File: src/source/gbc_io_config.svh
`ifndef GBC_IO_CONFIG_SVH
`define GBC_IO_CONFIG_SVH

// Bus widths
`define ADDR_W           16
`define DATA_W           8

// ========================================
// Memory map
// ========================================
`define WRAM_LO          16'hC000
`define WRAM_HI          16'hDFFF
`define WRAM_BANK_BYTES  4096
`define IO_LO            16'hFF00
`define IO_HI            16'hFF7F

// Register addresses
`define ADDR_SB          16'hFF01
`define ADDR_SC          16'hFF02
`define ADDR_DIV         16'hFF04
`define ADDR_TIMA        16'hFF05
`define ADDR_TMA         16'hFF06
`define ADDR_TAC         16'hFF07
`define ADDR_IF          16'hFF0F
`define ADDR_KEY1        16'hFF4D
`define ADDR_RP          16'hFF56
`define ADDR_SVBK        16'hFF70
`define ADDR_IE          16'hFFFF

// Reset values
`define RST_SC           8'h7C
`define RST_SB           8'h00
`define RST_KEY1         8'hFD
`define RST_RP           8'h3E
`define UNMAPPED_DATA    8'hFF

// Timer periods in cycles, TIMA rate picked by TAC[1:0]
`define DIV_PERIOD       256
`define TIMA_PERIOD_0    1024
`define TIMA_PERIOD_1    16
`define TIMA_PERIOD_2    64
`define TIMA_PERIOD_3    256

`endif

File: src/source/gbc_io_pkg.sv
`include "gbc_io_config.svh"

package gbc_io_pkg;

   // One CPU-side access, at most one strobe high
   typedef struct packed {
      logic [`ADDR_W-1:0] addr;
      logic [`DATA_W-1:0] wdata;
      logic               we;
      logic               re;
   } bus_req_t;

   // Same-cycle answer from a register block
   typedef struct packed {
      logic               hit;
      logic [`DATA_W-1:0] rdata;
   } io_rsp_t;

   typedef struct packed {
      logic               valid;
      logic [`DATA_W-1:0] rdata;
   } cpu_rsp_t;

   typedef struct packed {
      logic vblank;
      logic lcdstat;
      logic serial;
      logic joypad;
   } ext_irq_t;

   // Console order, vblank sits in bit 0
   typedef struct packed {
      logic joypad;
      logic serial;
      logic timer;
      logic lcdstat;
      logic vblank;
   } irq_vec_t;

endpackage

File: src/source/interrupt_controller.sv
`timescale 1ns/1ps
`include "gbc_io_config.svh"

module interrupt_controller
   import gbc_io_pkg::*;
(
   input  logic     clock_in,
   input  logic     synch_reset,
   input  bus_req_t io_req,
   input  ext_irq_t ext_irq,
   input  logic     timer_irq,
   output io_rsp_t  irq_rsp,
   output irq_vec_t irq_pending
);

   irq_vec_t   req;
   logic [4:0] if_q;
   logic [4:0] ie_q;
   logic [4:0] if_next;
   logic [4:0] ie_next;

   // Gather request pulses in console bit order
   always_comb begin
      req.vblank  = ext_irq.vblank;
      req.lcdstat = ext_irq.lcdstat;
      req.timer   = timer_irq;
      req.serial  = ext_irq.serial;
      req.joypad  = ext_irq.joypad;
   end

   // Bus write lands first, new requests are ORed on top
   assign if_next = ((io_req.we && (io_req.addr == `ADDR_IF)) ? io_req.wdata[4:0] : if_q) | req;
   assign ie_next = (io_req.we && (io_req.addr == `ADDR_IE)) ? io_req.wdata[4:0] : ie_q;

   always_ff @(posedge clock_in) begin
      if (synch_reset) begin
         if_q        <= '0;
         ie_q        <= '0;
         irq_pending <= '0;
      end else begin
         if_q        <= if_next;
         ie_q        <= ie_next;
         // Pending tracks the new flags on the same edge
         irq_pending <= irq_vec_t'(if_next & ie_next);
      end
   end

   always_comb begin
      irq_rsp.hit   = io_req.re && ((io_req.addr == `ADDR_IF) || (io_req.addr == `ADDR_IE));
      irq_rsp.rdata = '0;
      if (irq_rsp.hit) begin
         irq_rsp.rdata = (io_req.addr == `ADDR_IF) ? {3'b111, if_q} : {3'b111, ie_q};
      end
   end

endmodule

File: config.mk
export PLATFORM = sky130hd
export DESIGN_NAME = interrupt_controller
export DESIGN_NICKNAME = d
export VERILOG_FILES = /design/src/source/gbc_io_pkg.sv /design/src/source/interrupt_controller.sv
export VERILOG_INCLUDE_DIRS = /design/src /design/src/source
export SDC_FILE = /design/constraint.sdc
export NUM_CORES = 1
export LEC_CHECK = 0
export ABC_AREA = 1
export BUFFER_PORTS_ARGS = -buffer_cell sky130_fd_sc_hd__buf_4
export CORE_MARGIN = 4
export CORE_UTILIZATION = 30
export CTS_CLUSTER_DIAMETER = 150
export DETAILED_ROUTE_END_ITERATION = 16
export HOLD_SLACK_MARGIN = 0.05
export PLACE_DENSITY_LB_ADDON = 0.3
export SLEW_MARGIN = 20
export SYNTH_ARGS = -nofsm -noshare
export SYNTH_HDL_FRONTEND = slang
export SYNTH_SLANG_ARGS = --single-unit
File: constraint.sdc
create_clock -name clock_in -period 1.2 [get_ports clock_in]
set_clock_uncertainty 0.05 [all_clocks]
set_input_delay 0.24 -clock clock_in [delete_from_list [all_inputs] [get_ports clock_in]]
set_output_delay 0.24 -clock clock_in [all_outputs]
set_load 0.02 [all_outputs]
Word-level counts from Yosys, hierarchy flattened
Cells that the tools add are included.

Bits in registers: 15. Latch bits: 0. Memory bits (writable): 0. Bits in read-only memories: 0. Bits of input ports: 33. Output and inout bits: 14. Memories kept: 0.

Add/subtract/negate cells: 0. $mul: 0. Divide/modulo/power cells: 0. Magnitude comparators: 0. Equal/unequal tests: 2. Shift-type cells: 0. Muxes and demuxes: 4. Bitwise gates (word level): 2. Reduce and logical (&&, ||, !) cells: 4.

Operators by type and width (count): equality test 16 bit (second input constant) (2); 2-to-1 mux 5 bit (3); 2-to-1 mux 8 bit (1); bitwise AND 5 bit (1); OR 5 bit (1); logical AND 1 bit (3); logical OR 1 bit (1).

Logic depth before layout (Yosys ltp)
Word-level depth: 5. Gate-level depth with buffers: 9. Gate-level depth less buffers: 9.

Worst setup path after synthesis
OpenSTA, ideal clock, no wires.

Kind: input to output. From: input port io_req[19] (netlist bit). To: output port irq_rsp[6] (netlist bit). Arrival: 1.192 ns. Slack: -0.282 ns. Cell stages on the path: 9. Path buffers: 1. Path through: nand2_1 -> nor2_2 -> nand2_2 -> inv_2 -> nand2_2 -> o21ai_2 -> nand2_2 -> inv_1 -> buf_4.

RTL lines: start: declaration (RTL line interrupt_controller.sv:9) `input bus_req_t io_req,`; end: declaration (RTL line interrupt_controller.sv:12) `output io_rsp_t irq_rsp,`.

==> out/metrics.cfg <==
[timing]
slew_headroom_pct=76.6
layout_setup_ws_ps=-278
rsz0062_at_grt=true
period_share_pct=123
final-hold-violation-count=0
worst_pin_slew_ps=349
finalCriticalPeriod_ps=1480
slew_violations=0
hold_slack_ps=195
setup_tns_ps=-2150
fmax_mhz=677
finalSetupViolCount=9

[route]
wl_per_cell_um=11.5
drtAntennaViolNets=0
wl_um=2530
vias=1008
drt_iter0_markers=24
via_per_inst=4.56
drc_errors=0
dr.pass1.iters=4

[final_layout]
seqCellArea_um2=300
n_antenna_cell=0
multiInputGateArea_um2=587
drive_gt1_share_pct=48.4
fillers=269
syn_to_final_growth_pct=68.2
fin_nets=224

[critical_path]
setup.worst_path.start_class=primary input
ff2ff_path_depth=4
crit-reg2reg-capture=irq_pending[4]
r2r_start=if_q[4]
crit_family=simple AND/OR/NAND/NOR gates
cpMostUsedCell=buf_6
cp_num_buf_inv=2
endpoint_kind=output pin
worstSetupPathType=primary input to output pin
crit_arrival_ps=1190
worstPathRequired_ps=910
r2r_slack_ps=420
crit_path_max_incr_delay_ps=170
cp_max_fo=6
slowest_stage=o21ai_4
crit_chain=buf_6 > nand2_1 > nor2_2 > nand2_2 > o21ai_4 > nand2_4 > a21oi_2 > buf_6

[power]
p_per_area_nw_per_um2=655
p_leak_nw=0.844
vdd_drop_max_v=0.000564
power_mw=1.01

[logic_synthesis]
ys_warn_count=0
synthCells=141
syn-cell-area_um2=912
synth_seq_cells=15
syn_nets=174
ys_seq_area_share_pct=32.9
ys_types=18
avgSynthCellArea_um2=6.47

[cts]
clkLatencyLatePin_ps=280
path_clk_slew_ps=90
cts.htree.levels=1
root_buffer=clkbuf_4
cts_buffers=3
cts_buffer_depth=2
cts_tree=yes
cts_sinks=15

[worst_hold_path]
hold_path_depth=5
min_to=if_q[3]
hold_start=ext_irq[1]
hold_path_class=primary input to register

[floorplanning]
dieWidth_um=63.1
row_count=19
initial_core_util_pct=32.2
core_um2=2830
die_area_um2=3990
die_h_um=63.1
ios=47

[global_routing]
grt_max_degree=13
antenna_found_initial=0
grt.overflow.total=0
grt_pass1_vias=1010
grt_first_pass_wirelength_um=4150
track_usage_pct=12.8

[status]
violations=negative setup slack
outcome=finished, violations left

[place]
dp_hpwl_um=1910
gp_congestion=0.743
numPortBuffers=43

[job]
drv_cap=0

-- Yosys cell counts --
master / instances / area [µm²]
inv_1: 28 / 105
nand3_1: 15 / 75.1
clkinv_1: 1 / 3.75
nand4_1: 5 / 31.3
dfxtp_1: 15 / 300
inv_2: 1 / 3.75
nand3_2: 1 / 10.0
nor2_1: 14 / 52.6
nand3b_1: 5 / 37.5
buf_6: 3 / 33.8
o21ai_2: 1 / 8.76
nand2_1: 35 / 131
buf_4: 3 / 22.5
nor2_4: 2 / 22.5
nand2_4: 1 / 11.3
nand2_2: 4 / 25.0
nor2_2: 2 / 12.5
a21oi_1: 5 / 25.0
-- registers in the layout, summed over array words and instances, names as in the netlist --
name / count
ie_q: 5
if_q: 5
irq_pending: 5
-- metrics by stage --
stage	std cells	area [µm²]	util, %	setup slack, ps
2_1_floorplan	141	971	-	-157
3_3_place_gp	215	1310	46.4	-314
3_5_place_dp	215	1310	46.4	-338
4_1_cts	220	1420	50.3	-298
5_1_grt	221	1530	54.2	-341
6_report	221	1530	54.2	-278
-- cell usage in the layout, fill, tap and decap left out, drive strengths merged --
master / count
nand2: 40
nor2: 18
dfxtp: 15
a21oi: 5
nand3b: 5
nand3: 16
nand4: 5
o21ai: 1
inv: 29
clkbuf: 4
buf: 51
clkinv: 1
-- kinds of logic (layout without fill, tap and decap cells) --
group / Yosys count / after routing / share of synthesized area, %
buffers and inverters: 36 / 85 / 18.5
AOI/OAI and AO/OA: 6 / 6 / 3.70
and+or+nand+nor: 84 / 84 / 44.9
DFF: 15 / 15 / 32.9
-- worst max path at each step --
stage	from	slack [ps]	depth (start not counted)	to
2_1_floorplan	io_req[19]	-160	8	irq_rsp[0]
3_3_place_gp	io_req[17]	-310	8	irq_rsp[0]
3_5_place_dp	io_req[22]	-340	10	irq_rsp[1]
4_1_cts	io_req[14]	-300	9	irq_rsp[0]
5_1_grt	io_req[16]	-340	8	irq_rsp[1]
6_report	io_req[16]	-280	8	irq_rsp[2]
-- where the power goes --
| part | switching, mW | internal [mW] | total [mW] | leakage (nW) |
|---|---|---|---|---|
| combinational | 0.0889 | 0.109 | 0.198 | 0.706 |
| clock | 0.162 | 0.129 | 0.291 | 0.0150 |
| sequential | 0.00666 | 0.509 | 0.516 | 0.122 |
| total | 0.258 | 0.748 | 1.01 | 0.844 |
-- cell type report --
| cell class | count | share of cell area [%] |
|---|---|---|
| repair buffers | 51 | 30.1 |
| multi-input cells | 90 | 38.3 |
| well taps | 31 | 2.53 |
| clock buffers | 4 | 1.71 |
| inverters | 30 | 7.83 |
| flip-flops and latches | 15 | 19.6 |
-- repair_timing --
item,in CTS,in global routing
buffers inserted,1,2
resized for setup,19,30
pin swaps,9,23
hold buffers,0,0
endpoints found under the setup margin,9,18
-- tightest hold or removal path: cells and delay by family --
family	cells	cell delay (ps)
buffers and inverters	3	150
AND/OR/NAND/NOR	2	110
-- layer usage --
layer	global-route usage (%)	up-vias	wire [µm]
met5	0	-	0
met4	3.31	0	31
met3	4.97	4	179
met2	23.3	29	1330
met1	13.6	452	990
li1	-	523	-
Power figures use the tool's default switching activity.
