<file path="src/source/gbc_io_config.svh">
`ifndef GBC_IO_CONFIG_SVH
`define GBC_IO_CONFIG_SVH

// Bus widths
`define ADDR_W           16
`define DATA_W           8

// ========================================
// Memory map
// ========================================
`define WRAM_LO          16'hC000
`define WRAM_HI          16'hDFFF
`define WRAM_BANK_BYTES  4096
`define IO_LO            16'hFF00
`define IO_HI            16'hFF7F

// Register addresses
`define ADDR_SB          16'hFF01
`define ADDR_SC          16'hFF02
`define ADDR_DIV         16'hFF04
`define ADDR_TIMA        16'hFF05
`define ADDR_TMA         16'hFF06
`define ADDR_TAC         16'hFF07
`define ADDR_IF          16'hFF0F
`define ADDR_KEY1        16'hFF4D
`define ADDR_RP          16'hFF56
`define ADDR_SVBK        16'hFF70
`define ADDR_IE          16'hFFFF

// Reset values
`define RST_SC           8'h7C
`define RST_SB           8'h00
`define RST_KEY1         8'hFD
`define RST_RP           8'h3E
`define UNMAPPED_DATA    8'hFF

// Timer periods in cycles, TIMA rate picked by TAC[1:0]
`define DIV_PERIOD       256
`define TIMA_PERIOD_0    1024
`define TIMA_PERIOD_1    16
`define TIMA_PERIOD_2    64
`define TIMA_PERIOD_3    256

`endif

</file>
<file path="src/source/gbc_io_pkg.sv">
`include "gbc_io_config.svh"

package gbc_io_pkg;

   // One CPU-side access, at most one strobe high
   typedef struct packed {
      logic [`ADDR_W-1:0] addr;
      logic [`DATA_W-1:0] wdata;
      logic               we;
      logic               re;
   } bus_req_t;

   // Same-cycle answer from a register block
   typedef struct packed {
      logic               hit;
      logic [`DATA_W-1:0] rdata;
   } io_rsp_t;

   typedef struct packed {
      logic               valid;
      logic [`DATA_W-1:0] rdata;
   } cpu_rsp_t;

   typedef struct packed {
      logic vblank;
      logic lcdstat;
      logic serial;
      logic joypad;
   } ext_irq_t;

   // Console order, vblank sits in bit 0
   typedef struct packed {
      logic joypad;
      logic serial;
      logic timer;
      logic lcdstat;
      logic vblank;
   } irq_vec_t;

endpackage

</file>
<file path="src/source/io_register_file.sv">
`timescale 1ns/1ps
`include "gbc_io_config.svh"

module io_register_file
   import gbc_io_pkg::*;
(
   input  logic     clock_in,
   input  logic     synch_reset,
   input  bus_req_t io_req,
   output io_rsp_t  sb_rsp
);

   logic [`DATA_W-1:0] sb_q;
   logic [`DATA_W-1:0] sc_q;
   logic [`DATA_W-1:0] key1_q;
   logic [`DATA_W-1:0] rp_q;

   // Plain storage, serial and IR logic not modelled
   always_ff @(posedge clock_in) begin
      if (synch_reset) begin
         sb_q   <= `RST_SB;
         sc_q   <= `RST_SC;
         key1_q <= `RST_KEY1;
         rp_q   <= `RST_RP;
      end else if (io_req.we) begin
         case (io_req.addr)
            `ADDR_SB:   sb_q   <= io_req.wdata;
            `ADDR_SC:   sc_q   <= io_req.wdata;
            `ADDR_KEY1: key1_q <= io_req.wdata;
            `ADDR_RP:   rp_q   <= io_req.wdata;
            default: ;
         endcase
      end
   end

   // Read mux
   always_comb begin
      sb_rsp.hit   = io_req.re;
      sb_rsp.rdata = '0;
      case (io_req.addr)
         `ADDR_SB:   sb_rsp.rdata = sb_q;
         `ADDR_SC:   sb_rsp.rdata = sc_q;
         `ADDR_KEY1: sb_rsp.rdata = key1_q;
         `ADDR_RP:   sb_rsp.rdata = rp_q;
         default:    sb_rsp.hit   = 1'b0;
      endcase
      if (!sb_rsp.hit) begin
         sb_rsp.rdata = '0;
      end
   end

endmodule

</file>
<file path="config.mk">
export PLATFORM = sky130hd
export DESIGN_NAME = io_register_file
export DESIGN_NICKNAME = d
export VERILOG_FILES = /design/src/source/gbc_io_pkg.sv /design/src/source/io_register_file.sv
export VERILOG_INCLUDE_DIRS = /design/src /design/src/source
export SDC_FILE = /design/constraint.sdc
export NUM_CORES = 1
export LEC_CHECK = 0
export ABC_CLOCK_PERIOD_IN_PS = 1700
export BUFFER_PORTS_ARGS = -buffer_cell sky130_fd_sc_hd__buf_2
export CORE_ASPECT_RATIO = 1.75
export CORE_MARGIN = 2
export CORE_UTILIZATION = 45
export DETAILED_ROUTE_END_ITERATION = 10
export HOLD_SLACK_MARGIN = 0.1
export PLACE_DENSITY = 0.71
export SLEW_MARGIN = 20
export SYNTH_ARGS = -nofsm -noshare
export SYNTH_HDL_FRONTEND = slang
export SYNTH_SLANG_ARGS = --single-unit
</file>
<file path="constraint.sdc">
create_clock -name clock_in -period 1.7 [get_ports clock_in]
set_input_delay 0.17 -clock clock_in [delete_from_list [all_inputs] [get_ports clock_in]]
set_output_delay 0.17 -clock clock_in [all_outputs]
set_load 0.02 [all_outputs]
</file>
# Word level (Yosys, flattened, before mapping)
# Index checks and enable logic that the tools add are counted.
# totals
register_bits,32
input_bits,28
out_inout_bits,9
word_cells,16
# classes
n_eq_ne,4
n_mux,3
reduce_logical,5
# ops
operator,count
$eq A16 B16 Y1 const B,4
$pmux W8 S4,1
$mux W8,1
$reduce_and A2 Y1,4
$reduce_or A4 Y1,1
$mux W1,1

# Logic depth before layout (Yosys ltp)
# logic_depth
ltp_word,4
mapped_depth,6
mapped_depth_nobuf,4

# Worst setup path after synthesis
# OpenSTA, ideal clock, no wires.
# synth_path
path_type,in2out
start,input port io_req[14] (netlist name)
end,output port sb_rsp[2] (netlist name)
arrival_ns,1.857
t_required_ns,1.530
slack_ns,-0.327
stages,5
n_path_buf,1
cell_sequence,or4_4 nor4_4 buf_6 a22oi_1 a21oi_1
# synth_lines
element,line,source
start: declaration,io_register_file.sv:9,"input bus_req_t io_req,"
end: declaration,io_register_file.sv:10,output io_rsp_t sb_rsp

==> run_results.csv <==
group,metric,value,unit
synth,synth_cell_types,27,
grt,gr-total-overflow,0,
run_status,status,"complete, but fails checks",
clock_tree,clk-insertion-delay-late,0.28,ns
finish,syn2layout_area_growth,39.91,%
power_and_ir_drop,p_per_area,640.2,nW/um^2
critical_path,cp_common_cell,"buf_4",
critical_path,arrival,1.88,ns
clock_tree,cts_tree,"built",
placed_design,port_buffers,36,
sta,final_hold_viol_count,0,
critical_path,crit_buf_inv,3,
synth,synth_warnings,0,
synth,syn_nets,200,
grt,antenna_found_initial,0,
grt,grt_pass1_vias,1717,
finish,antenna_cells,0,
sta,period_share,1.205,
die,initial_core_util,0.4602,
synth,syn_avg_cell_area,9.515,um^2
finish,nets,260,
power_and_ir_drop,fin_total_pwr,1.466,mW
critical_path,critPathCaptureType,"output pin",
critical_path,r2r_end,"sc_q[3]$_SDFFE_PP1P_",
placed_design,hpwl,3.462,mm
sta,fmaxAchievable,488.0,MHz
sta,tightestPinTransition,0.6656,ns
finish,final_cells,279,
critical_path,worst_r2r_path_depth,2,
die,rows,29,
placed_design,dp.cells,264,
critical_path,worst_path_largest_cell_delay,0.57,ns
worst_hold_path,hp-class,"in -> reg",
run_status,failed_checks,"setup timing",
critical_path,cpLargestDelayFamily,"simple AND/OR/NAND/NOR gates",
sta,finalSetupViolCount,17,
die,die_area,4154,um^2
critical_path,startpoint,"io_req[16]",
routing,drc,0,
die,die_w,49.59,um
finish,n_fill_cell,325,
routing,drtIter0Drc,60,
synth,synth_cells,172,
sta,fin_ws,-0.3490,ns
clock_tree,clk_pin_slew,0.06,ns
routing,routedWlPerCell,18.23,um
critical_path,critPathLaunchType,"primary input",
worst_hold_path,whs_path_depth,2,
critical_path,critPathKind,"in -> out",
clock_tree,clock_path_buffers,2,
synth,ys_ff_latch,32,
placed_design,gp_routability_congestion,0.8190,
critical_path,critPathSlowestCell,"or4_4",
grt,grt_util_all_layers,0.2398,
synth,syn_area,1637,um^2
critical_path,r2r_start,"sc_q[3]$_SDFFE_PP1P_",
clock_tree,clock_sinks,32,
grt,grt_pass1_wl,7.776,mm
routing,drt-total-wl,5.086,mm
flow_run,maxCapViolCount,0,
grt,grt_max_degree,33,
critical_path,cp.required,1.53,ns
routing,viasPerCell,6.258,
worst_hold_path,min_from,"io_req[2]",
routing,firstDrtPassIters,4,
power_and_ir_drop,p_leak,0.7964,nW
sta,slew_headroom,0.5554,
worst_hold_path,holdPathEnd,"key1_q[0]$_SDFFE_PP1P_",
clock_tree,cts_max_level,2,
critical_path,path_max_fanout,5,
sta,maxSlewViolCount,0,
clock_tree,cts_made_buffers,5,
sta,clock-skew-final,0,ns
power_and_ir_drop,peakVddDrop,0.7300,mV
placed_design,dpl_worst_slack,-0.3438,ns
finish,drive_above_1_share,0.4421,
sta,min_period,2.049,ns
die,num_io_pins,37,
die,fp.dieH,83.78,um
die,design.core.area,3556,um^2
clock_tree,cts_root_buf,"clkbuf_8",
routing,vias,1746,
sta,rsz0062_at_grt,"true",
synth,seq_area_frac_synth,0.3914,
routing,ant_nets,0,
critical_path,path_cells,"buf_6 -> or4_4 -> nor4_4 -> buf_4 -> o31ai_4 -> a21oi_2 -> buf_4",
critical_path,r2r_setup_slack,0.84,ns
[power by group]
group | total [mW] | switching [mW] | internal [mW] | leakage [nW]
logic | 0.121 | 0.0728 | 0.0479 | 0.492
registers | 0.750 | 0.00000525 | 0.750 | 0.258
clock network | 0.596 | 0.266 | 0.330 | 0.0455
total | 1.47 | 0.339 | 1.13 | 0.796
[state kept, by name, indices dropped and copies added, names as in the netlist]
name    cells
rp_q        8
key1_q      8
sb_q        8
sc_q        8
[metal layers]
layer	global-route usage	vias to the layer above	wire (um)
li1	-	808	-
met1	0.2463	848	1768
met2	0.4497	77	2904
met3	0.03943	13	281
met4	0.1136	0	132
met5	0	-	0
[cells by family (layout without fill, tap and decap cells)]
family                 count (synthesis)  after routing  share of synthesized area
AOI/OAI and AO/OA                     90             91                     0.3746
DFF                                   32             32                     0.3914
buffers and inverters                 15             75                    0.04893
and+or+nand+nor                       35             35                     0.1850
[metrics by stage]
step           TNS, ns  instance area, um^2  utilization  hold WS [ns]
2_1_floorplan   -1.424                 1710            -        0.2644
3_3_place_gp    -6.137                 2048       0.5760        0.4261
3_5_place_dp    -7.409                 2048       0.5760        0.4358
4_1_cts         -3.443                 2201       0.6189        0.1444
5_1_grt         -4.551                 2290       0.6439        0.1548
6_report        -3.951                 2290       0.6439        0.1409
[cell usage in the layout, fill, tap and decap left out, drive strengths merged, types with 2 or more instances in the layout]
cell	instances
nand4bb	3
nand3	15
a22oi	16
nor4	6
clkbuf	8
o31ai	2
buf	65
a21boi	17
and2	2
dfxtp	32
a21oi	23
nand4	2
nand4b	2
or4	4
inv	2
o21ai	14
a211o	17
[cell usage after synthesis (all sizes together)]
master,instances,area [um^2]
o21ai,14,70.06
nor2,1,6.260
a2111oi,1,8.760
a21bo,1,10.01
a21boi,17,127.6
a22oi,16,120.1
nand3,15,75.07
inv,2,7.510
nor4,6,86.34
nand4bb,3,33.78
nand4b,2,17.52
clkbuf,9,33.78
o31ai,1,12.51
buf,4,38.78
nand4,2,33.78
and2,2,12.52
or4,4,37.53
dfxtp,32,640.6
a21oi,23,115.1
a211o,17,148.9
[area by class of cell]
class                           count  area, um^2  area share
Tap cell                           46       57.56     0.02514
Clock buffer                        8       90.09     0.03934
Multi-Input combinational cell    126        1046      0.4568
Sequential cell                    32       640.6      0.2798
Timing Repair Buffer               65       447.9      0.1956
Inverter                            2       7.507    0.003279
[worst max path at each step]
stage | end | slack, ns | cells after the start
CTS | sb_rsp[8] | -0.31 | 7
finish | sb_rsp[2] | -0.35 | 7
floorplan | sb_rsp[2] | -0.17 | 5
global placement | sb_rsp[2] | -0.30 | 7
detailed placement | sb_rsp[2] | -0.34 | 7
global route | sb_rsp[2] | -0.39 | 7
[timing repair]
item | CTS | global route
hold buffers | 0 | 0
setup endpoints to repair | 11 | 20
gates resized for setup | 9 | 13
cloned | 0 | 1
pin swaps | 1 | 4
setup buffers | 4 | 2
Power figures use the tool's default switching activity.
