==> src/source/gbc_io_config.svh <==
`ifndef GBC_IO_CONFIG_SVH
`define GBC_IO_CONFIG_SVH

// Bus widths
`define ADDR_W           16
`define DATA_W           8

// ========================================
// Memory map
// ========================================
`define WRAM_LO          16'hC000
`define WRAM_HI          16'hDFFF
`define WRAM_BANK_BYTES  4096
`define IO_LO            16'hFF00
`define IO_HI            16'hFF7F

// Register addresses
`define ADDR_SB          16'hFF01
`define ADDR_SC          16'hFF02
`define ADDR_DIV         16'hFF04
`define ADDR_TIMA        16'hFF05
`define ADDR_TMA         16'hFF06
`define ADDR_TAC         16'hFF07
`define ADDR_IF          16'hFF0F
`define ADDR_KEY1        16'hFF4D
`define ADDR_RP          16'hFF56
`define ADDR_SVBK        16'hFF70
`define ADDR_IE          16'hFFFF

// Reset values
`define RST_SC           8'h7C
`define RST_SB           8'h00
`define RST_KEY1         8'hFD
`define RST_RP           8'h3E
`define UNMAPPED_DATA    8'hFF

// Timer periods in cycles, TIMA rate picked by TAC[1:0]
`define DIV_PERIOD       256
`define TIMA_PERIOD_0    1024
`define TIMA_PERIOD_1    16
`define TIMA_PERIOD_2    64
`define TIMA_PERIOD_3    256

`endif

==> src/source/gbc_io_pkg.sv <==
`include "gbc_io_config.svh"

package gbc_io_pkg;

   // One CPU-side access, at most one strobe high
   typedef struct packed {
      logic [`ADDR_W-1:0] addr;
      logic [`DATA_W-1:0] wdata;
      logic               we;
      logic               re;
   } bus_req_t;

   // Same-cycle answer from a register block
   typedef struct packed {
      logic               hit;
      logic [`DATA_W-1:0] rdata;
   } io_rsp_t;

   typedef struct packed {
      logic               valid;
      logic [`DATA_W-1:0] rdata;
   } cpu_rsp_t;

   typedef struct packed {
      logic vblank;
      logic lcdstat;
      logic serial;
      logic joypad;
   } ext_irq_t;

   // Console order, vblank sits in bit 0
   typedef struct packed {
      logic joypad;
      logic serial;
      logic timer;
      logic lcdstat;
      logic vblank;
   } irq_vec_t;

endpackage

==> src/source/memory_router.sv <==
`timescale 1ns/1ps
`include "gbc_io_config.svh"

module memory_router
   import gbc_io_pkg::*;
(
   input  logic     clock_in,
   input  logic     synch_reset,
   input  bus_req_t cpu_req,
   output bus_req_t io_req,
   output bus_req_t wram_req,
   input  io_rsp_t  sb_rsp,
   input  io_rsp_t  timer_rsp,
   input  io_rsp_t  irq_rsp,
   input  io_rsp_t  wram_rsp,
   input  io_rsp_t  svbk_rsp,
   output cpu_rsp_t cpu_rsp
);

   logic               io_sel;
   logic               wram_sel;
   logic               io_hit;
   logic               io_hit_q;
   logic               rd_q;
   logic [`DATA_W-1:0] io_data;
   logic [`DATA_W-1:0] io_data_q;

   // ========================================
   // Region decode
   // ========================================
   assign io_sel   = ((cpu_req.addr >= `IO_LO) && (cpu_req.addr <= `IO_HI)) ||
                     (cpu_req.addr == `ADDR_IE);
   assign wram_sel = (cpu_req.addr >= `WRAM_LO) && (cpu_req.addr <= `WRAM_HI);

   always_comb begin
      io_req      = cpu_req;
      io_req.we   = cpu_req.we & io_sel;
      io_req.re   = cpu_req.re & io_sel;
      wram_req    = cpu_req;
      wram_req.we = cpu_req.we & wram_sel;
      wram_req.re = cpu_req.re & wram_sel;
   end

   // Merge the same-cycle I/O answers
   assign io_hit  = sb_rsp.hit | timer_rsp.hit | irq_rsp.hit | svbk_rsp.hit;
   assign io_data = ({`DATA_W{sb_rsp.hit}}    & sb_rsp.rdata)    |
                    ({`DATA_W{timer_rsp.hit}} & timer_rsp.rdata) |
                    ({`DATA_W{irq_rsp.hit}}   & irq_rsp.rdata)   |
                    ({`DATA_W{svbk_rsp.hit}}  & svbk_rsp.rdata);

   // Hold I/O data one cycle so it meets the WRAM data
   always_ff @(posedge clock_in) begin
      if (synch_reset) begin
         rd_q     <= 1'b0;
         io_hit_q <= 1'b0;
      end else begin
         rd_q     <= cpu_req.re;
         io_hit_q <= io_hit;
      end
   end

   always_ff @(posedge clock_in) begin
      io_data_q <= io_data;
   end

   always_comb begin
      cpu_rsp.valid = rd_q;
      if (io_hit_q) begin
         cpu_rsp.rdata = io_data_q;
      end else if (wram_rsp.hit) begin
         cpu_rsp.rdata = wram_rsp.rdata;
      end else begin
         cpu_rsp.rdata = `UNMAPPED_DATA;
      end
   end

endmodule

==> config.mk <==
export PLATFORM = sky130hd
export DESIGN_NAME = memory_router
export DESIGN_NICKNAME = d
export VERILOG_FILES = /design/src/source/gbc_io_pkg.sv /design/src/source/memory_router.sv
export VERILOG_INCLUDE_DIRS = /design/src /design/src/source
export SDC_FILE = /design/constraint.sdc
export NUM_CORES = 1
export LEC_CHECK = 0
export BUFFER_PORTS_ARGS = -buffer_cell sky130_fd_sc_hd__buf_2
export CORE_AREA = 2 2 57 59
export CTS_CLUSTER_DIAMETER = 40
export CTS_CLUSTER_SIZE = 25
export DETAILED_ROUTE_END_ITERATION = 10
export DIE_AREA = 0 0 59 61
export PLACE_DENSITY_LB_ADDON = 0.1
export SYNTH_ARGS = -nofsm -noshare
export SYNTH_HDL_FRONTEND = slang
export SYNTH_SLANG_ARGS = --single-unit
==> constraint.sdc <==
create_clock -name clock_in -period 1.8 [get_ports clock_in]
set_input_delay 0.36 -clock clock_in [delete_from_list [all_inputs] [get_ports clock_in]]
set_output_delay 0.36 -clock clock_in [all_outputs]
set_load 0.01 [all_outputs]
# Word-level counts from Yosys, hierarchy flattened
# Cells that the tools add are included.
[totals] latchBits=0 romBits=0 memories=0 ramBits=0 word_cells=27 register_bits=10
[op_classes] bitwise_logic=14 n_addsub=0 reduce_logical=3 shifts=0 n_lt_le_gt_ge=4 n_mux=2 n_eq_ne=1 div=0 mul=0
[ops] op="$and 8x8->8" count=4
[ops] op="$ge 16x16->1 const B" count=2
[ops] op="$le 16x16->1 const B" count=2
[ops] op="$or 8x8->8" count=3
[ops] op="$eq 16x16->1 const B" count=1
[ops] op="$mux 8" count=2
[ops] op="$and 1x1->1" count=4
[ops] op="$or 1x1->1" count=3
[ops] op="$logic_and 1x1->1" count=2
[ops] op="$logic_or 1x1->1" count=1

# Logic depth before layout (Yosys ltp)
# Gate-level depths: netlist of run 1.
[depth] ltp_word=4 mapped_depth=4

# Worst setup path after synthesis of run 1
# Ideal clock, no wire load.
[synth_timing] kind="input port to output port" start="input port cpu_req[11] in the netlist's numbering" end="output port io_req[1] in the netlist's numbering" arrival_time_ns=0.810 path_buffers=0 required_ns=1.440 path_stages=3 slack_ns=0.630 path_cell_list="nand4_1 o21ai_0 and3b_1"
[synth_rtl] element="from (decl)" line_no="memory_router.sv:9" rtl="input bus_req_t cpu_req,"
[synth_rtl] element="to (decl)" line_no="memory_router.sv:10" rtl="output bus_req_t io_req,"

==> results of run 1 <==
## cells in the mapped netlist, types with 2 or more instances
master / instances
buf_4: 49
a22oi_1: 16
dfxtp_1: 10
nor2_1: 10
nand2_1: 9
a21oi_1: 8
inv_1: 8
buf_2: 3
and3_1: 2
buf_6: 2
nand3_1: 2
nand4_1: 2
nor2b_1: 2
## final timing paths
path / start / endpoint / slack, ps / cells past startpoint
setup / recovery: io_hit_q$_SDFF_PP0_ / cpu_rsp[3] / 290 / 4
hold / removal: synch_reset / io_hit_q$_SDFF_PP0_ / 270 / 2
## cell families after synthesis
| logic type | after synthesis | share of synthesized area, % |
|---|---|---|
| flops | 10 | 20.8 |
| compound gates | 25 | 17.2 |
| simple gates | 31 | 16.8 |
| buf+inv | 62 | 45.3 |
## through the flow
step	hold WS, ps	instances	total power [mW]
global placement	538	216	0.481
global route	251	220	0.725
finish	267	220	0.666
CTS	261	220	0.676
floorplan	432	128	0.439
detailed placement	538	216	0.484
## metal layers
metal	vias to the layer above	global-route usage [%]	part of all wire (%)	routed length, µm
met2	62	20.3	49	1210
met1	391	17.4	40	988
met4	0	6.17	0.69	17
met5	-	0	0	0
met3	6	1.71	9.7	238
li1	494	-	-	-
## report_power, final
part	switching (mW)	total [mW]	internal, mW
registers	0.00698	0.247	0.240
logic	0.114	0.230	0.116
clock network	0.0664	0.189	0.122
## state kept, by name, summed over array words and instances, names as in the netlist
| signal | count |
|---|---|
| io_data_q | 8 |
| io_hit_q | 1 |
| rd_q | 1 |
## area by class of cell
class	count	area [µm²]	share of cell area, %
clock buffers	4	36.3	3.07
inverters	8	30.0	2.54
multi-input cells	56	327	27.6
flip-flops and latches	10	201	17.1
well taps	33	41.3	3.50
repair buffers	109	546	46.2
## placed cells by master, fill, tap and decap left out
master and instances:
a21oi_1 8, a22oi_1 16, and3_1 2, and3b_1 1
buf_2 109, clkbuf_4 3, clkbuf_8 1, dfxtp_1 9
dfxtp_2 1, inv_1 8, nand2_1 9, nand2b_4 1
nand3_1 2, nand4_1 2, nor2_1 10, nor2b_1 2
nor3b_1 1, nor4_2 1, o21ai_0 1
## critical path: cells and delay by family (launching register included)
family | cells | cell delay (ps)
and+or+nand+nor | 2 | 230
buffers and inverters | 1 | 140
AOI/OAI and AO/OA | 1 | 110
DFF | 1 | 410
## repair_timing
item                                   CTS  global route
setup endpoints to repair                0             4
resized for setup                        0             1
endpoints found under the hold margin    0             0
==> results.yml, run 1 <==
clock_tree:
  clk_path_buf_depth: 2
  clock-sinks: 10
  cts_made_buffers: 3
  clk_pin_slew_ps: 60
  cts_tree: "done"
  cts_root_buffer: "clkbuf_4"
  h-tree-depth: 1
  cts_setup_buffers: 0
  cts_hold_buffers: 0
die:
  die_h_um: 61
  core_um2: 2950
  die_area_um2: 3600
  dieWidth_um: 59
  pin_count: 134
  rows: 20
  start_util_pct: 32.6
pwr:
  power_density_nw_per_um2: 564
  ir_drop_mv: 0.123
  p_leak_nw: 0.724
synthesis:
  synth_cells: 128
  avgSynthCellArea_um2: 7.52
  yosysTopAreaCell: "buf_4"
  ys.flop_type: "dfxtp_1"
  synth_edf_count: 0
  synthDominantCellAreaShare_pct: 38.2
  synth_cell_type_count: 18
  ys_ff_latch: 10
  syn_nets: 201
  synth_warnings: 0
  yosysSeqAreaShare_pct: 20.8
  yosys-top-cells-area: "buf_4, dfxtp_1, a22oi_1"
  async_reset_ff_share_pct: 0
  syn_area_um2: 962
min_path:
  hold_class: "in2reg"
global_routing:
  antenna_found_initial: 0
  grt_util_all_layers_pct: 12.9
  grt_overflow_total: 0
  grt_start_max_net_pins: 11
  grt_pass1_wl_um: 3570
  grt_pass1_vias: 845
timing:
  max_slew_margin_pct: 86.1
  fin_crit_ps: 1510
  fin_crit_sh_pct: 83.8
  rsz0062_at_grt: "false"
  max_freq_ghz: 0.663
  setup_viol: 0
  slew_violations: 0
  worst_pin_slew_ps: 206
  hold_viol: 0
  fin_setup_tns_ps: 0
  setup_ws_ps: 291
drt:
  wl_per_cell_um: 11.2
  first_pass_iters: 4
  avgViaCountPerCell: 4.33
  route.detailed.drc: 0
  drt_wl_total_um: 2460
  ant_nets: 0
  via_count: 953
  dr.first_iter.drc_count: 53
critical_path:
  crit_path_end_kind: "output port"
  cpMaxStageDelayCell: "dfxtp_2"
  worstSetupStartpointType: "register"
  required_ps: 1440
  cp_max_fo: 10
  cp_data_arrival_time_ps: 1150
  crit_chain: "nand2b_4 -> nor2_1 -> a21oi_1 -> buf_2"
  slowest_delay_ps: 410
  critical_path_class: "reg2out"
final_layout:
  fill_cells: 332
  drive_gt1_share_pct: 62.0
  postLayoutCoreUtil_pct: 40.0
  antenna_cells: 0
  syn_to_final_growth_pct: 22.8
  final_nets: 261
  postLayoutCellArea_um2: 1180
flow_run:
  cap_violations: 0
status:
  status: "completed"
placed_design:
  gp_congestion: 0.642
  pre_cts_slack_ps: 347
  io_buffers: 109
  place_area_um2: 1140
(Power assumes the default switching activity.)
==> run 2, diff against run 1 <==
ABC_AREA = 1   (was not set)
CORE_AREA = 2 2 60 62   (was 2 2 57 59)
DIE_AREA = 0 0 62 64   (was 0 0 59 61)
clock period = 1.4 ns   (was 1.8 ns; I/O delays follow)
==> run 2 against run 1 <==
Compared with the run above: synthesized cell count rose by 22%; sequential power rose by 29%; die area rose by 10%; first-iteration DRC count fell by 60%; count of clock-buffer cells in the layout fell by 1; sequential share of layout area fell by 0.22 points; final cell count rose by 18%; wire length rose by 5.3%; flip-flop and latch count did not move; core utilization fell by 3.1 points; area after synthesis rose by 2.0%; largest power group unchanged.
==> results.yml, run 2 <==
timing:
  fin_crit_ps: 1250
  setup_viol: 0
  slew_violations: 0
  fin_setup_tns_ps: 0
  max_slew_margin_pct: 85.9
  fin_crit_sh_pct: 89.5
  hold_viol: 0
  worst_pin_slew_ps: 211
  max_freq_ghz: 0.798
  rsz0062_at_grt: "false"
global_routing:
  grt_start_max_net_pins: 17
  grt_overflow_total: 0
  antenna_found_initial: 0
  grt_pass1_vias: 910
  grt_pass1_wl_um: 3800
  grt_util_all_layers_pct: 12.5
synthesis:
  synth_cell_type_count: 11
  synthDominantCellAreaShare_pct: 37.5
  syn_nets: 229
  synth_cells: 156
  yosysSeqAreaShare_pct: 20.4
  syn_area_um2: 981
  synth_xor_area_share_pct: 0
  async_reset_ff_share_pct: 0
  synth.area.mux_share_pct: 0
  synth_top_family_by_area: "buffers and inverters"
  synth_edf_count: 0
  yosys-top-cells-area: "buf_4, dfxtp_1, nand2_1"
  synth_warnings: 0
  synth_fa_ha_area_share_pct: 0
  avgSynthCellArea_um2: 6.29
  synth_compound_area_share_pct: 4.59
  ys.flop_type: "dfxtp_1"
  synth.most_common_cell: "nand2_1"
  synth-simple-area-share_pct: 32.0
  yosysTopAreaCell: "buf_4"
  ys_ff_latch: 10
  synthTopCellsByCount: "nand2_1, buf_4, nor2_1"
critical_path:
  crit_path_end_kind: "output port"
  critical_path_class: "reg2out"
  cp_data_arrival_time_ps: 970
  worstSetupStartpointType: "register"
  cp_max_fo: 16
  required_ps: 1120
clock_tree:
  clock-sinks: 10
  clk_pin_slew_ps: 60
  clk_path_buf_depth: 2
  cts_made_buffers: 3
  h-tree-depth: 1
  cts_hold_buffers: 0
  cts_tree: "done"
  cts_root_buffer: "clkbuf_4"
die:
  rows: 21
  dieWidth_um: 62
  start_util_pct: 29.9
  core_um2: 3280
  die_h_um: 64
  pin_count: 134
  die_area_um2: 3970
pwr:
  total_power_mw: 0.791
  ir_drop_mv: 0.192
  power_density_nw_per_um2: 653
  p_leak_nw: 0.738
drt:
  route.detailed.drc: 0
  first_pass_iters: 3
  via_count: 1010
  dr.first_iter.drc_count: 21
  ant_nets: 0
  drt_wl_total_um: 2590
  avgViaCountPerCell: 3.88
  wl_per_cell_um: 9.96
placed_design:
  place_hpwl_um: 2260
  gp_congestion: 0.731
  io_buffers: 109
final_layout:
  final_common_cell: "buf_2"
  syn_to_final_growth_pct: 23.5
  ff_latch_area_um2: 204
  antenna_cells: 0
  largest_reg_flops: 8
  fill_cells: 383
  final_nets: 289
  multi_input_area_um2: 359
  drive_gt1_share_pct: 52.8
  reg.largest.list: "io_data_q x8, io_hit_q x1, rd_q x1"
  top_register: "io_data_q"
  layout_common_cells: "buf_2, nand2_1, nor2_1"
status:
  status: "completed"
min_path:
  hold_class: "in2reg"
flow_run:
  cap_violations: 0
-- run 2: through the flow --
step / hold slack, ps / cell area (µm²) / instances / setup WS, ps / util [%]
floorplan: 349 / 981 / 156 / 362 / -
global placement: 461 / 1180 / 257 / 200 / 36.1
detailed placement: 460 / 1180 / 257 / 185 / 36.1
CTS: 175 / 1210 / 260 / 94.3 / 36.8
global route: 183 / 1210 / 260 / 66.1 / 36.9
finish: 184 / 1210 / 260 / 146 / 36.9
-- run 2: what timing repair did --
action	CTS	global route
setup endpoints to repair	8	2
gates resized for setup	1	1
setup buffers	0	0
endpoints found under the hold margin	0	0
-- run 2: cell families (layout without fill, tap and decap cells) --
logic type,after synthesis,count (layout)
and+or+nand+nor,77,77
buffers and inverters,60,118
DFF,10,10
AOI/OAI and AO/OA,9,9
-- run 2: per-layer routing --
layer  wire length [µm]  GRT usage (%)  up-vias
met5                  0              0        -
met4                 29           6.65        0
met3                298           3.04        2
met2               1230           20.7       63
met1               1040           14.0      390
li1                   -              -      555
-- run 2: final timing paths --
path	startpoint	to	slack [ps]	cells after the start
worst max-delay path	io_hit_q$_SDFF_PP0_	cpu_rsp[1]	150	2
worst min-delay path	synch_reset	io_hit_q$_SDFF_PP0_	180	2
-- run 2: worst max-delay path, cell delays in order (launching register included) --
cell     delay [ps]
dfxtp_4         380
o21ai_0         180
buf_2           160
-- run 2: layout make-up --
class	count	area share, %
flip-flops and latches	10	16.8
repair buffers	109	45.0
inverters	6	1.86
clock buffers	3	1.86
multi-input cells	86	29.6
well taps	46	4.75
-- run 2: power breakdown --
part	internal [mW]	total, mW	switching [mW]
sequential	0.308	0.319	0.0109
combinational	0.144	0.294	0.150
clock	0.0982	0.177	0.0789
total	0.551	0.791	0.240
