==> config.mk <==
export PLATFORM = sky130hd
export DESIGN_NAME = timer_unit
export DESIGN_NICKNAME = d
export VERILOG_FILES = /design/src/source/gbc_io_pkg.sv /design/src/source/timer_unit.sv
export VERILOG_INCLUDE_DIRS = /design/src /design/src/source
export SDC_FILE = /design/constraint.sdc
export NUM_CORES = 1
export LEC_CHECK = 0
export BUFFER_PORTS_ARGS = -buffer_cell sky130_fd_sc_hd__buf_4
export CORE_MARGIN = 2
export CORE_UTILIZATION = 61
export DETAILED_ROUTE_END_ITERATION = 6
export GPL_TIMING_DRIVEN = 0
export PLACE_DENSITY = 0.84
export SYNTH_ARGS = -nofsm -noshare
export SYNTH_HDL_FRONTEND = slang
export SYNTH_SLANG_ARGS = --single-unit
==> constraint.sdc <==
create_clock -name clock_in -period 3.6 [get_ports clock_in]
set_input_delay 0.54 -clock clock_in [delete_from_list [all_inputs] [get_ports clock_in]]
set_output_delay 0.54 -clock clock_in [all_outputs]
set_load 0.02 [all_outputs]
==> src/source/gbc_io_config.svh <==
`ifndef GBC_IO_CONFIG_SVH
`define GBC_IO_CONFIG_SVH

// Bus widths
`define ADDR_W           16
`define DATA_W           8

// ========================================
// Memory map
// ========================================
`define WRAM_LO          16'hC000
`define WRAM_HI          16'hDFFF
`define WRAM_BANK_BYTES  4096
`define IO_LO            16'hFF00
`define IO_HI            16'hFF7F

// Register addresses
`define ADDR_SB          16'hFF01
`define ADDR_SC          16'hFF02
`define ADDR_DIV         16'hFF04
`define ADDR_TIMA        16'hFF05
`define ADDR_TMA         16'hFF06
`define ADDR_TAC         16'hFF07
`define ADDR_IF          16'hFF0F
`define ADDR_KEY1        16'hFF4D
`define ADDR_RP          16'hFF56
`define ADDR_SVBK        16'hFF70
`define ADDR_IE          16'hFFFF

// Reset values
`define RST_SC           8'h7C
`define RST_SB           8'h00
`define RST_KEY1         8'hFD
`define RST_RP           8'h3E
`define UNMAPPED_DATA    8'hFF

// Timer periods in cycles, TIMA rate picked by TAC[1:0]
`define DIV_PERIOD       256
`define TIMA_PERIOD_0    1024
`define TIMA_PERIOD_1    16
`define TIMA_PERIOD_2    64
`define TIMA_PERIOD_3    256

`endif

==> src/source/gbc_io_pkg.sv <==
`include "gbc_io_config.svh"

package gbc_io_pkg;

   // One CPU-side access, at most one strobe high
   typedef struct packed {
      logic [`ADDR_W-1:0] addr;
      logic [`DATA_W-1:0] wdata;
      logic               we;
      logic               re;
   } bus_req_t;

   // Same-cycle answer from a register block
   typedef struct packed {
      logic               hit;
      logic [`DATA_W-1:0] rdata;
   } io_rsp_t;

   typedef struct packed {
      logic               valid;
      logic [`DATA_W-1:0] rdata;
   } cpu_rsp_t;

   typedef struct packed {
      logic vblank;
      logic lcdstat;
      logic serial;
      logic joypad;
   } ext_irq_t;

   // Console order, vblank sits in bit 0
   typedef struct packed {
      logic joypad;
      logic serial;
      logic timer;
      logic lcdstat;
      logic vblank;
   } irq_vec_t;

endpackage

==> src/source/timer_unit.sv <==
`timescale 1ns/1ps
`include "gbc_io_config.svh"

module timer_unit
   import gbc_io_pkg::*;
(
   input  logic     clock_in,
   input  logic     synch_reset,
   input  bus_req_t io_req,
   output io_rsp_t  timer_rsp,
   output logic     timer_irq
);

   localparam int DIV_PRE_W = $clog2(`DIV_PERIOD);
   localparam logic [DIV_PRE_W-1:0] DIV_PRE_MAX = DIV_PRE_W'(`DIV_PERIOD - 1);

   logic [DIV_PRE_W-1:0] div_pre;
   logic [9:0]           tima_pre;
   logic [9:0]           tima_pre_max;
   logic [`DATA_W-1:0]   div_q;
   logic [`DATA_W-1:0]   tima_q;
   logic [`DATA_W-1:0]   tma_q;
   logic [2:0]           tac_q;
   logic                 div_wr;
   logic                 tima_wr;
   logic                 tma_wr;
   logic                 tac_wr;
   logic                 tima_tick;

   assign div_wr  = io_req.we && (io_req.addr == `ADDR_DIV);
   assign tima_wr = io_req.we && (io_req.addr == `ADDR_TIMA);
   assign tma_wr  = io_req.we && (io_req.addr == `ADDR_TMA);
   assign tac_wr  = io_req.we && (io_req.addr == `ADDR_TAC);

   // Rate select from TAC[1:0]
   always_comb begin
      case (tac_q[1:0])
         2'd0:    tima_pre_max = 10'(`TIMA_PERIOD_0 - 1);
         2'd1:    tima_pre_max = 10'(`TIMA_PERIOD_1 - 1);
         2'd2:    tima_pre_max = 10'(`TIMA_PERIOD_2 - 1);
         default: tima_pre_max = 10'(`TIMA_PERIOD_3 - 1);
      endcase
   end

   assign tima_tick = tac_q[2] && (tima_pre == tima_pre_max);

   // ========================================
   // Counters
   // ========================================
   always_ff @(posedge clock_in) begin
      if (synch_reset) begin
         div_pre   <= '0;
         div_q     <= '0;
         tima_pre  <= '0;
         tima_q    <= '0;
         tma_q     <= '0;
         tac_q     <= '0;
         timer_irq <= 1'b0;
      end else begin
         timer_irq <= 1'b0;
         if (div_wr) begin
            div_pre <= '0;
            div_q   <= '0;
         end else if (div_pre == DIV_PRE_MAX) begin
            div_pre <= '0;
            div_q   <= div_q + 1'b1;
         end else begin
            div_pre <= div_pre + 1'b1;
         end
         // Prescaler idles at zero while the timer is stopped
         if (tac_wr || !tac_q[2] || tima_tick) begin
            tima_pre <= '0;
         end else begin
            tima_pre <= tima_pre + 1'b1;
         end
         if (tima_wr) begin
            tima_q <= io_req.wdata;
         end else if (tima_tick) begin
            if (tima_q == 8'hFF) begin
               tima_q    <= tma_q;
               timer_irq <= 1'b1;
            end else begin
               tima_q <= tima_q + 1'b1;
            end
         end
         if (tma_wr) begin
            tma_q <= io_req.wdata;
         end
         if (tac_wr) begin
            tac_q <= io_req.wdata[2:0];
         end
      end
   end

   always_comb begin
      timer_rsp.hit   = io_req.re;
      timer_rsp.rdata = '0;
      case (io_req.addr)
         `ADDR_DIV:  timer_rsp.rdata = div_q;
         `ADDR_TIMA: timer_rsp.rdata = tima_q;
         `ADDR_TMA:  timer_rsp.rdata = tma_q;
         `ADDR_TAC:  timer_rsp.rdata = {5'b11111, tac_q};
         default:    timer_rsp.hit   = 1'b0;
      endcase
      if (!timer_rsp.hit) begin
         timer_rsp.rdata = '0;
      end
   end

endmodule

Word-level counts from Yosys, hierarchy flattened. Cells that the tools add are included. W data, S select, Z words.

Equal/unequal tests: 9. Add/sub/neg operators: 4. Mux-type cells: 8. Bitwise logic cells: 1. Reduce and logical (&&, ||, !) cells: 15.

Operator list (number): $eq A16 B16 Y1 const B (4); $mux W8 (4); $pmux W8 S4 (1); $pmux W10 S3 (1); $add A8 B1 Y8 const B (3); $eq A8 B8 Y1 const B (2); $add A10 B1 Y10 const B (1); $eq A10 B10 Y1 (1); $reduce_or A3 Y1 (2); $logic_and A1 B1 Y1 (5); $reduce_or A2 Y1 (2); $reduce_or A4 Y1 (1); $eq A2 B1 Y1 const B (1); $eq A2 B2 Y1 const B (1); $logic_not A2 Y1 (1); $logic_or A1 B1 Y1 (2); $mux W1 (2); $reduce_bool A2 Y1 (1); $logic_not A1 Y1 (1); $not A1 Y1 (1).

Bits of input ports: 28. Flip-flop bits (word level): 46. Word-level logic and storage cells: 44. Output and inout port bits: 10.

Logic depth before layout (Yosys ltp). Gate-level depths: netlist of run 1.

Word-level depth: 6. Mapped depth: 8. Depth with buffers taken out: 7.

Worst setup path before layout of run 1. No wires, ideal clock.

Path kind: in2out. Start: input port io_req[13] (netlist bit). End: output port timer_rsp[3] (netlist bit). Stages on the path: 4. Data arrival time: 2.075 ns. Path slack: 0.985 ns. Cells stage by stage: or4b_4 > nor4_1 > nand2_1 > nor2_1.

RTL lines: from (decl) (line timer_unit.sv:9) `input bus_req_t io_req,`; to (decl) (line timer_unit.sv:10) `output io_rsp_t timer_rsp,`.

==> results by group, run 1 <==
Status
  – Status: completed

Synth
  – Commonest cells post-synth: 46 x dfxtp_1, 39 x nor2_1, 16 x mux2i_1, 14 x nand3_1, 14 x xor2_1
  – Net count of the mapped netlist: roughly 310
  – Yosys top cell area share: 0.3645
  – Most frequent cell after synthesis: dfxtp_1
  – Yosys warns: 0
  – Ys flop type: dfxtp_1
  – Synth Cell Area: 2526 um2
  – Yosys top cell by area: dfxtp_1
  – EDFF count, synth: 0
  – Mean post-synth cell area: 9.220 um2
  – Synth top area cells: dfxtp_1 36%, mux2i_1 6.3%, nor2_1 5.8%
  – Async S/R FF share, synth: 0
  – Unique masters post-synth: 50
  – Register area share after synthesis: 0.3645
  – Flops & latches, synth: 46
  – Mapped Cells: 274

Worst setup path
  – Setup crit end kind: output pin
  – Top cell by count, worst path: buf_4
  – R2R setup slack: ~1.3 ns
  – CP max FO: 6
  – Crit path arrival time: 2.59 ns
  – WP data required: 3.06 ns
  – Worst setup SP type: input pin
  – Slowest stage cell, crit path: nor4_1
  – Crit-path cells: buf_4, or4b_4, nor4_1, nand2_1, nor2_1, buf_4
  – Critical path class: input pin to output pin
  – Largest stage delay, worst path: 0.71 ns

Clock tree
  – H-tree levels: 2
  – Clock Tree Buf Depth: 2
  – Hold Buf Count CTS: 0
  – Root Driver: clkbuf_8
  – Clock latency on the worst-skew pair: 0.30 ns
  – Post-CTS setup buffer count: 0
  – Clk sinks: 46
  – Post_cts resized: 0
  – Worst-path clk slew: 0.08 ns
  – CTS tree: done
  – CTS Buf Count: 5

Global route
  – Antenna violations before repair: 0
  – Vias in the first global route: ~1900
  – First-pass GRT wire length: ~8600 um
  – Total global-route track usage: 0.2479
  – Largest net degree at the start of global routing: 14
  – Aggregate global routing overflow: 0

Final layout
  – Final net count: 352
  – Share of cells above drive strength 1: 0.2476
  – Ant diodes: 0
  – Area growth, synth to finish: 17.09%

STA
  – Final Slew Violations: 0
  – Minimum clock period: between 3 and 4 ns
  – # setup viols final: 0
  – Worst slew pin tran: roughly 0.8 ns
  – TNS Setup: 0 ns
  – Worst setup margin: 0.4696 ns
  – Final Hold Vio Count: 0
  – Clock skew: 0.003349 ns
  – Peak Freq: around 320 MHz
  – Tcrit/Tclk final: 0.8695
  – Unrepaired setup endpoints after global routing: false
  – Rel. slew slack: 0.4611

Job
  – MaxCap Viol Count: 0

Detailed routing
  – DR vias/cell: 5.683
  – DR WL/cell: 14.61 um
  – Initial drt markers: 71
  – Vias: about 2100
  – Drt drc: 0
  – Routed Antenna Nets: 0
  – Final wirelength: 5392 um
  – Drt first pass iters: 4

Floorplan
  – Die Span X: 68.35 um
  – Core Footprint: approximately 4000 um2
  – DIE AREA: 4672 um2
  – I/O Pins: 38
  – Initial Util: 0.6315
  – Die H: 68.35 um
  – Row count: 23

Pwr
  – Pwr dens: 302.6 nW/um2
  – Tot Pwr: roughly 0.00090 W
  – LEAKAGE: 1.218 nW
  – Max VDD drop: around 0.2 mV

Placement
  – Placer congestion estimate: ~0.8
  – Post-DP HPWL: 4059 um
  – PortBufs: 37
  – Setup WS pre-CTS: 0.5056 ns

Worst hold path
  – Min-delay worst type: register to register
[report_power, final]
group          internal (W)  switching, W
combinational     0.0000318     0.0000266
sequential         0.000511    0.00000250
clock              0.000155      0.000168
total              0.000698      0.000197
[cell families (layout without fill, tap and decap cells)]
family / after synthesis / in the layout / share of synthesized area
AND/OR/NAND/NOR: 134 / 134 / 0.2982
flip-flops: 46 / 46 / 0.3645
multiplexers: 25 / 25 / 0.1169
AO/OA/AOI/OAI: 24 / 24 / 0.07479
XOR/XNOR: 21 / 21 / 0.07281
buffers and inverters: 18 / 63 / 0.04309
adder cells (fa/ha/maj): 6 / 6 / 0.02972
[per-stage QoR]
step,util,cell area (um2),cells,hold slack (ns)
CTS,0.7394,2958,369,0.4573
global route,0.7394,2958,369,0.4826
finish,0.7394,2958,369,0.4601
global placement,0.7166,2867,361,0.4339
detailed placement,0.7166,2867,361,0.4402
floorplan,-,2526,274,0.4227
[state kept, by name (all words and copies together) (netlist names)]
| name | cells |
|---|---|
| tma_q | 8 |
| tima_pre | 10 |
| div_pre | 8 |
| tac_q | 3 |
| timer_irq | 1 |
| tima_q | 8 |
| div_q | 8 |
[critical path: cells and delay by family]
kind,cells,cell delay [ns]
and+or+nand+nor,4,1.77
buffers and inverters,2,0.27
[metal layers]
metal  GRT usage  part of all wire
met1      0.3476              0.50
met2      0.3786              0.45
met3     0.03947             0.031
met4      0.1000             0.016
met5           0                 0
[cell type report]
cell class	count	area, um2
inverter	7	26.28
fill	311	1042
clock inverter	1	5.005
buffer	11	82.58
multi-input combinational	210	1496
sequential	46	920.9
timing repair buffer	37	277.8
clock buffer	7	86.33
tap	50	62.56
[cell usage in the layout (no fill, tap or decap), drive strengths merged, types with 2 or more instances in the layout]
cell,instances
o32ai,2
nor4,4
and3,11
xor2,14
nor2,49
or3b,2
a311oi,2
and4,4
nand4,11
nand3,15
mux2,6
nand2b,8
and2,4
buf,44
dfxtp,46
or4b,2
clkbuf,11
mux4,3
inv,7
nand2,13
mux2i,16
nor3,2
a211oi,2
xnor2,7
ha,6
nand3b,4
o22ai,7
o21ai,3
[final timing paths]
| path | startpoint | end | cells past startpoint |
|---|---|---|---|
| max reg2reg | tac_q[0]$_SDFFE_PP0P_ | tima_q[3]$_SDFFE_PP0P_ | 7 |
| max | io_req[13] | timer_rsp[3] | 6 |
| min reg2reg | tima_pre[0]$_SDFF_PP0_ | tima_pre[0]$_SDFF_PP0_ | 1 |
| min | tima_pre[0]$_SDFF_PP0_ | tima_pre[0]$_SDFF_PP0_ | 1 |
No activity file was read; power rests on OpenSTA's default activity.
==> run 2, diff against run 1 <==
CORE_UTILIZATION = 32   (was 61)
PLACE_DENSITY = 0.49   (was 0.84)
REMOVE_ABC_BUFFERS = 1   (was not set)
==> run 2 against run 1 <==
  * Critical path depth is the same
  * Combinational power shrank 5.8%
  * Flip-flop and latch count unchanged
  * Hold slack lost 0.00074 ns
  * Via count fell by 4.0%
  * Setup slack better by 0.0084 ns
  * Largest power group unchanged
  * Clock power decreased by 8.0%
  * Non-clock buffer count decreased by 11
  * Routed wire length grew 7.1%
  * Global-route usage down 11 points
  * Critical path type unchanged
  * Final cell count up 11%
==> results by group, run 2 (synthesis results as in run 1) <==
Status
  – Status: completed

Detailed routing
  – Drt first pass iters: 4
  – Vias: 2013
  – DR vias/cell: 4.922
  – Routed Antenna Nets: 0
  – Drt drc: 0
  – Final wirelength: 5776 um
  – Initial drt markers: between 80 and 90
  – DR WL/cell: 14.12 um

STA
  – Final Hold Vio Count: 0
  – Clock skew: 0.006700 ns
  – Worst slew pin tran: 0.8238 ns
  – Peak Freq: roughly 320 MHz
  – Final Slew Violations: 0
  – # setup viols final: 0
  – Rel. slew slack: 0.4457
  – Unrepaired setup endpoints after global routing: false
  – Tcrit/Tclk final: 0.8672
  – Minimum clock period: 3.122 ns
  – TNS Setup: 0 ns

Clock tree
  – CTS tree: done
  – Clock latency on the worst-skew pair: 0.30 ns
  – Clock Tree Buf Depth: 2
  – Post-CTS setup buffer count: 0
  – Root Driver: clkbuf_8
  – CTS Buf Count: 5
  – Post_cts resized: 0
  – Clk sinks: 46
  – Hold Buf Count CTS: 0
  – Worst-path clk slew: 0.08 ns
  – H-tree levels: 2

Pwr
  – Pwr dens: approximately 300 nW/um2
  – Max VDD drop: 0.1211 mV
  – LEAKAGE: 1.164 nW

Final layout
  – Final Core Density: 0.3805
  – Most common cell after layout, fill and taps aside: dfxtp_1
  – Share of cells above drive strength 1: 0.2280
  – Final net count: 341
  – Max reg flops: 10
  – Most frequent cells in the layout: 46 x dfxtp_1, 39 x nor2_1, 37 x buf_4
  – Ant diodes: 0
  – Area growth, synth to finish: 15.80%
  – Biggest register: tima_pre

Job
  – MaxCap Viol Count: 0

Global route
  – Aggregate global routing overflow: 0
  – First-pass GRT wire length: 9591 um
  – Largest net degree at the start of global routing: 24
  – Antenna violations before repair: 0
  – Total global-route track usage: 0.1397
  – Vias in the first global route: ~2000

Placement
  – Post-DP HPWL: ~4300 um
  – PortBufs: 37
  – Placer congestion estimate: 0.7644

Floorplan
  – I/O Pins: 38
  – Row count: 32
  – Die H: 92.85 um
  – Initial Util: 0.3286
  – DIE AREA: 8621 um2
  – Die Span X: 92.85 um
  – Core Footprint: 7687 um2

Worst setup path
  – CP max FO: 6
  – Critical path class: input pin to output pin
  – WP data required: 3.06 ns
  – Worst setup SP type: input pin
  – Crit path arrival time: 2.58 ns
  – Setup crit end kind: output pin

Worst hold path
  – Min-delay worst type: register to register
## run 2: worst max-delay path, cell delays in order
cell     delay [ns]
buf_4          0.11
or4b_4         0.55
nor4_1         0.73
nand2_1        0.32
nor2_1         0.18
buf_4          0.15
## run 2: metrics by stage
step / cell area, um2 / setup slack [ns] / hold WS [ns] / power (W) / instances
2_1_floorplan: 2444 / 0.9847 / 0.4234 / 0.0005440 / 263
3_3_place_gp: 2849 / 0.4475 / 0.4391 / 0.0005811 / 402
3_5_place_dp: 2849 / 0.4893 / 0.4408 / 0.0005814 / 402
4_1_cts: 2925 / 0.4827 / 0.4620 / 0.0008849 / 409
5_1_grt: 2925 / 0.2672 / 0.4755 / 0.0009084 / 409
6_report: 2925 / 0.4780 / 0.4593 / 0.0008655 / 409
## run 2: path summary, 6_finish.rpt
path / startpoint / to / slack, ns / depth (start not counted)
worst min-delay path: tima_pre[0]$_SDFF_PP0_ / tima_pre[0]$_SDFF_PP0_ / 0.46 / 1
worst min register to register: tima_pre[0]$_SDFF_PP0_ / tima_pre[0]$_SDFF_PP0_ / 0.46 / 1
worst max register to register: tac_q[0]$_SDFFE_PP0P_ / tima_q[3]$_SDFFE_PP0P_ / 1.24 / 7
worst max-delay path: io_req[13] / timer_rsp[4] / 0.48 / 6
## run 2: final cells by class
class | instances | area (um2)
clock buffer | 7 | 76.32
fill | 831 | 4762
inverter | 7 | 26.28
multi-input combinational | 210 | 1496
sequential | 46 | 920.9
tap | 102 | 127.6
timing repair buffer | 37 | 277.8
## run 2: where the power goes
group          internal (W)  switching, W
clock              0.000134      0.000163
sequential         0.000511    0.00000245
combinational     0.0000293     0.0000255
total              0.000674      0.000191
## run 2: routing by layer
layer,share of wire,global-route usage
met1,0.52,0.2018
met2,0.44,0.2059
met3,0.032,0.02766
met4,0.012,0.04902
met5,0,0
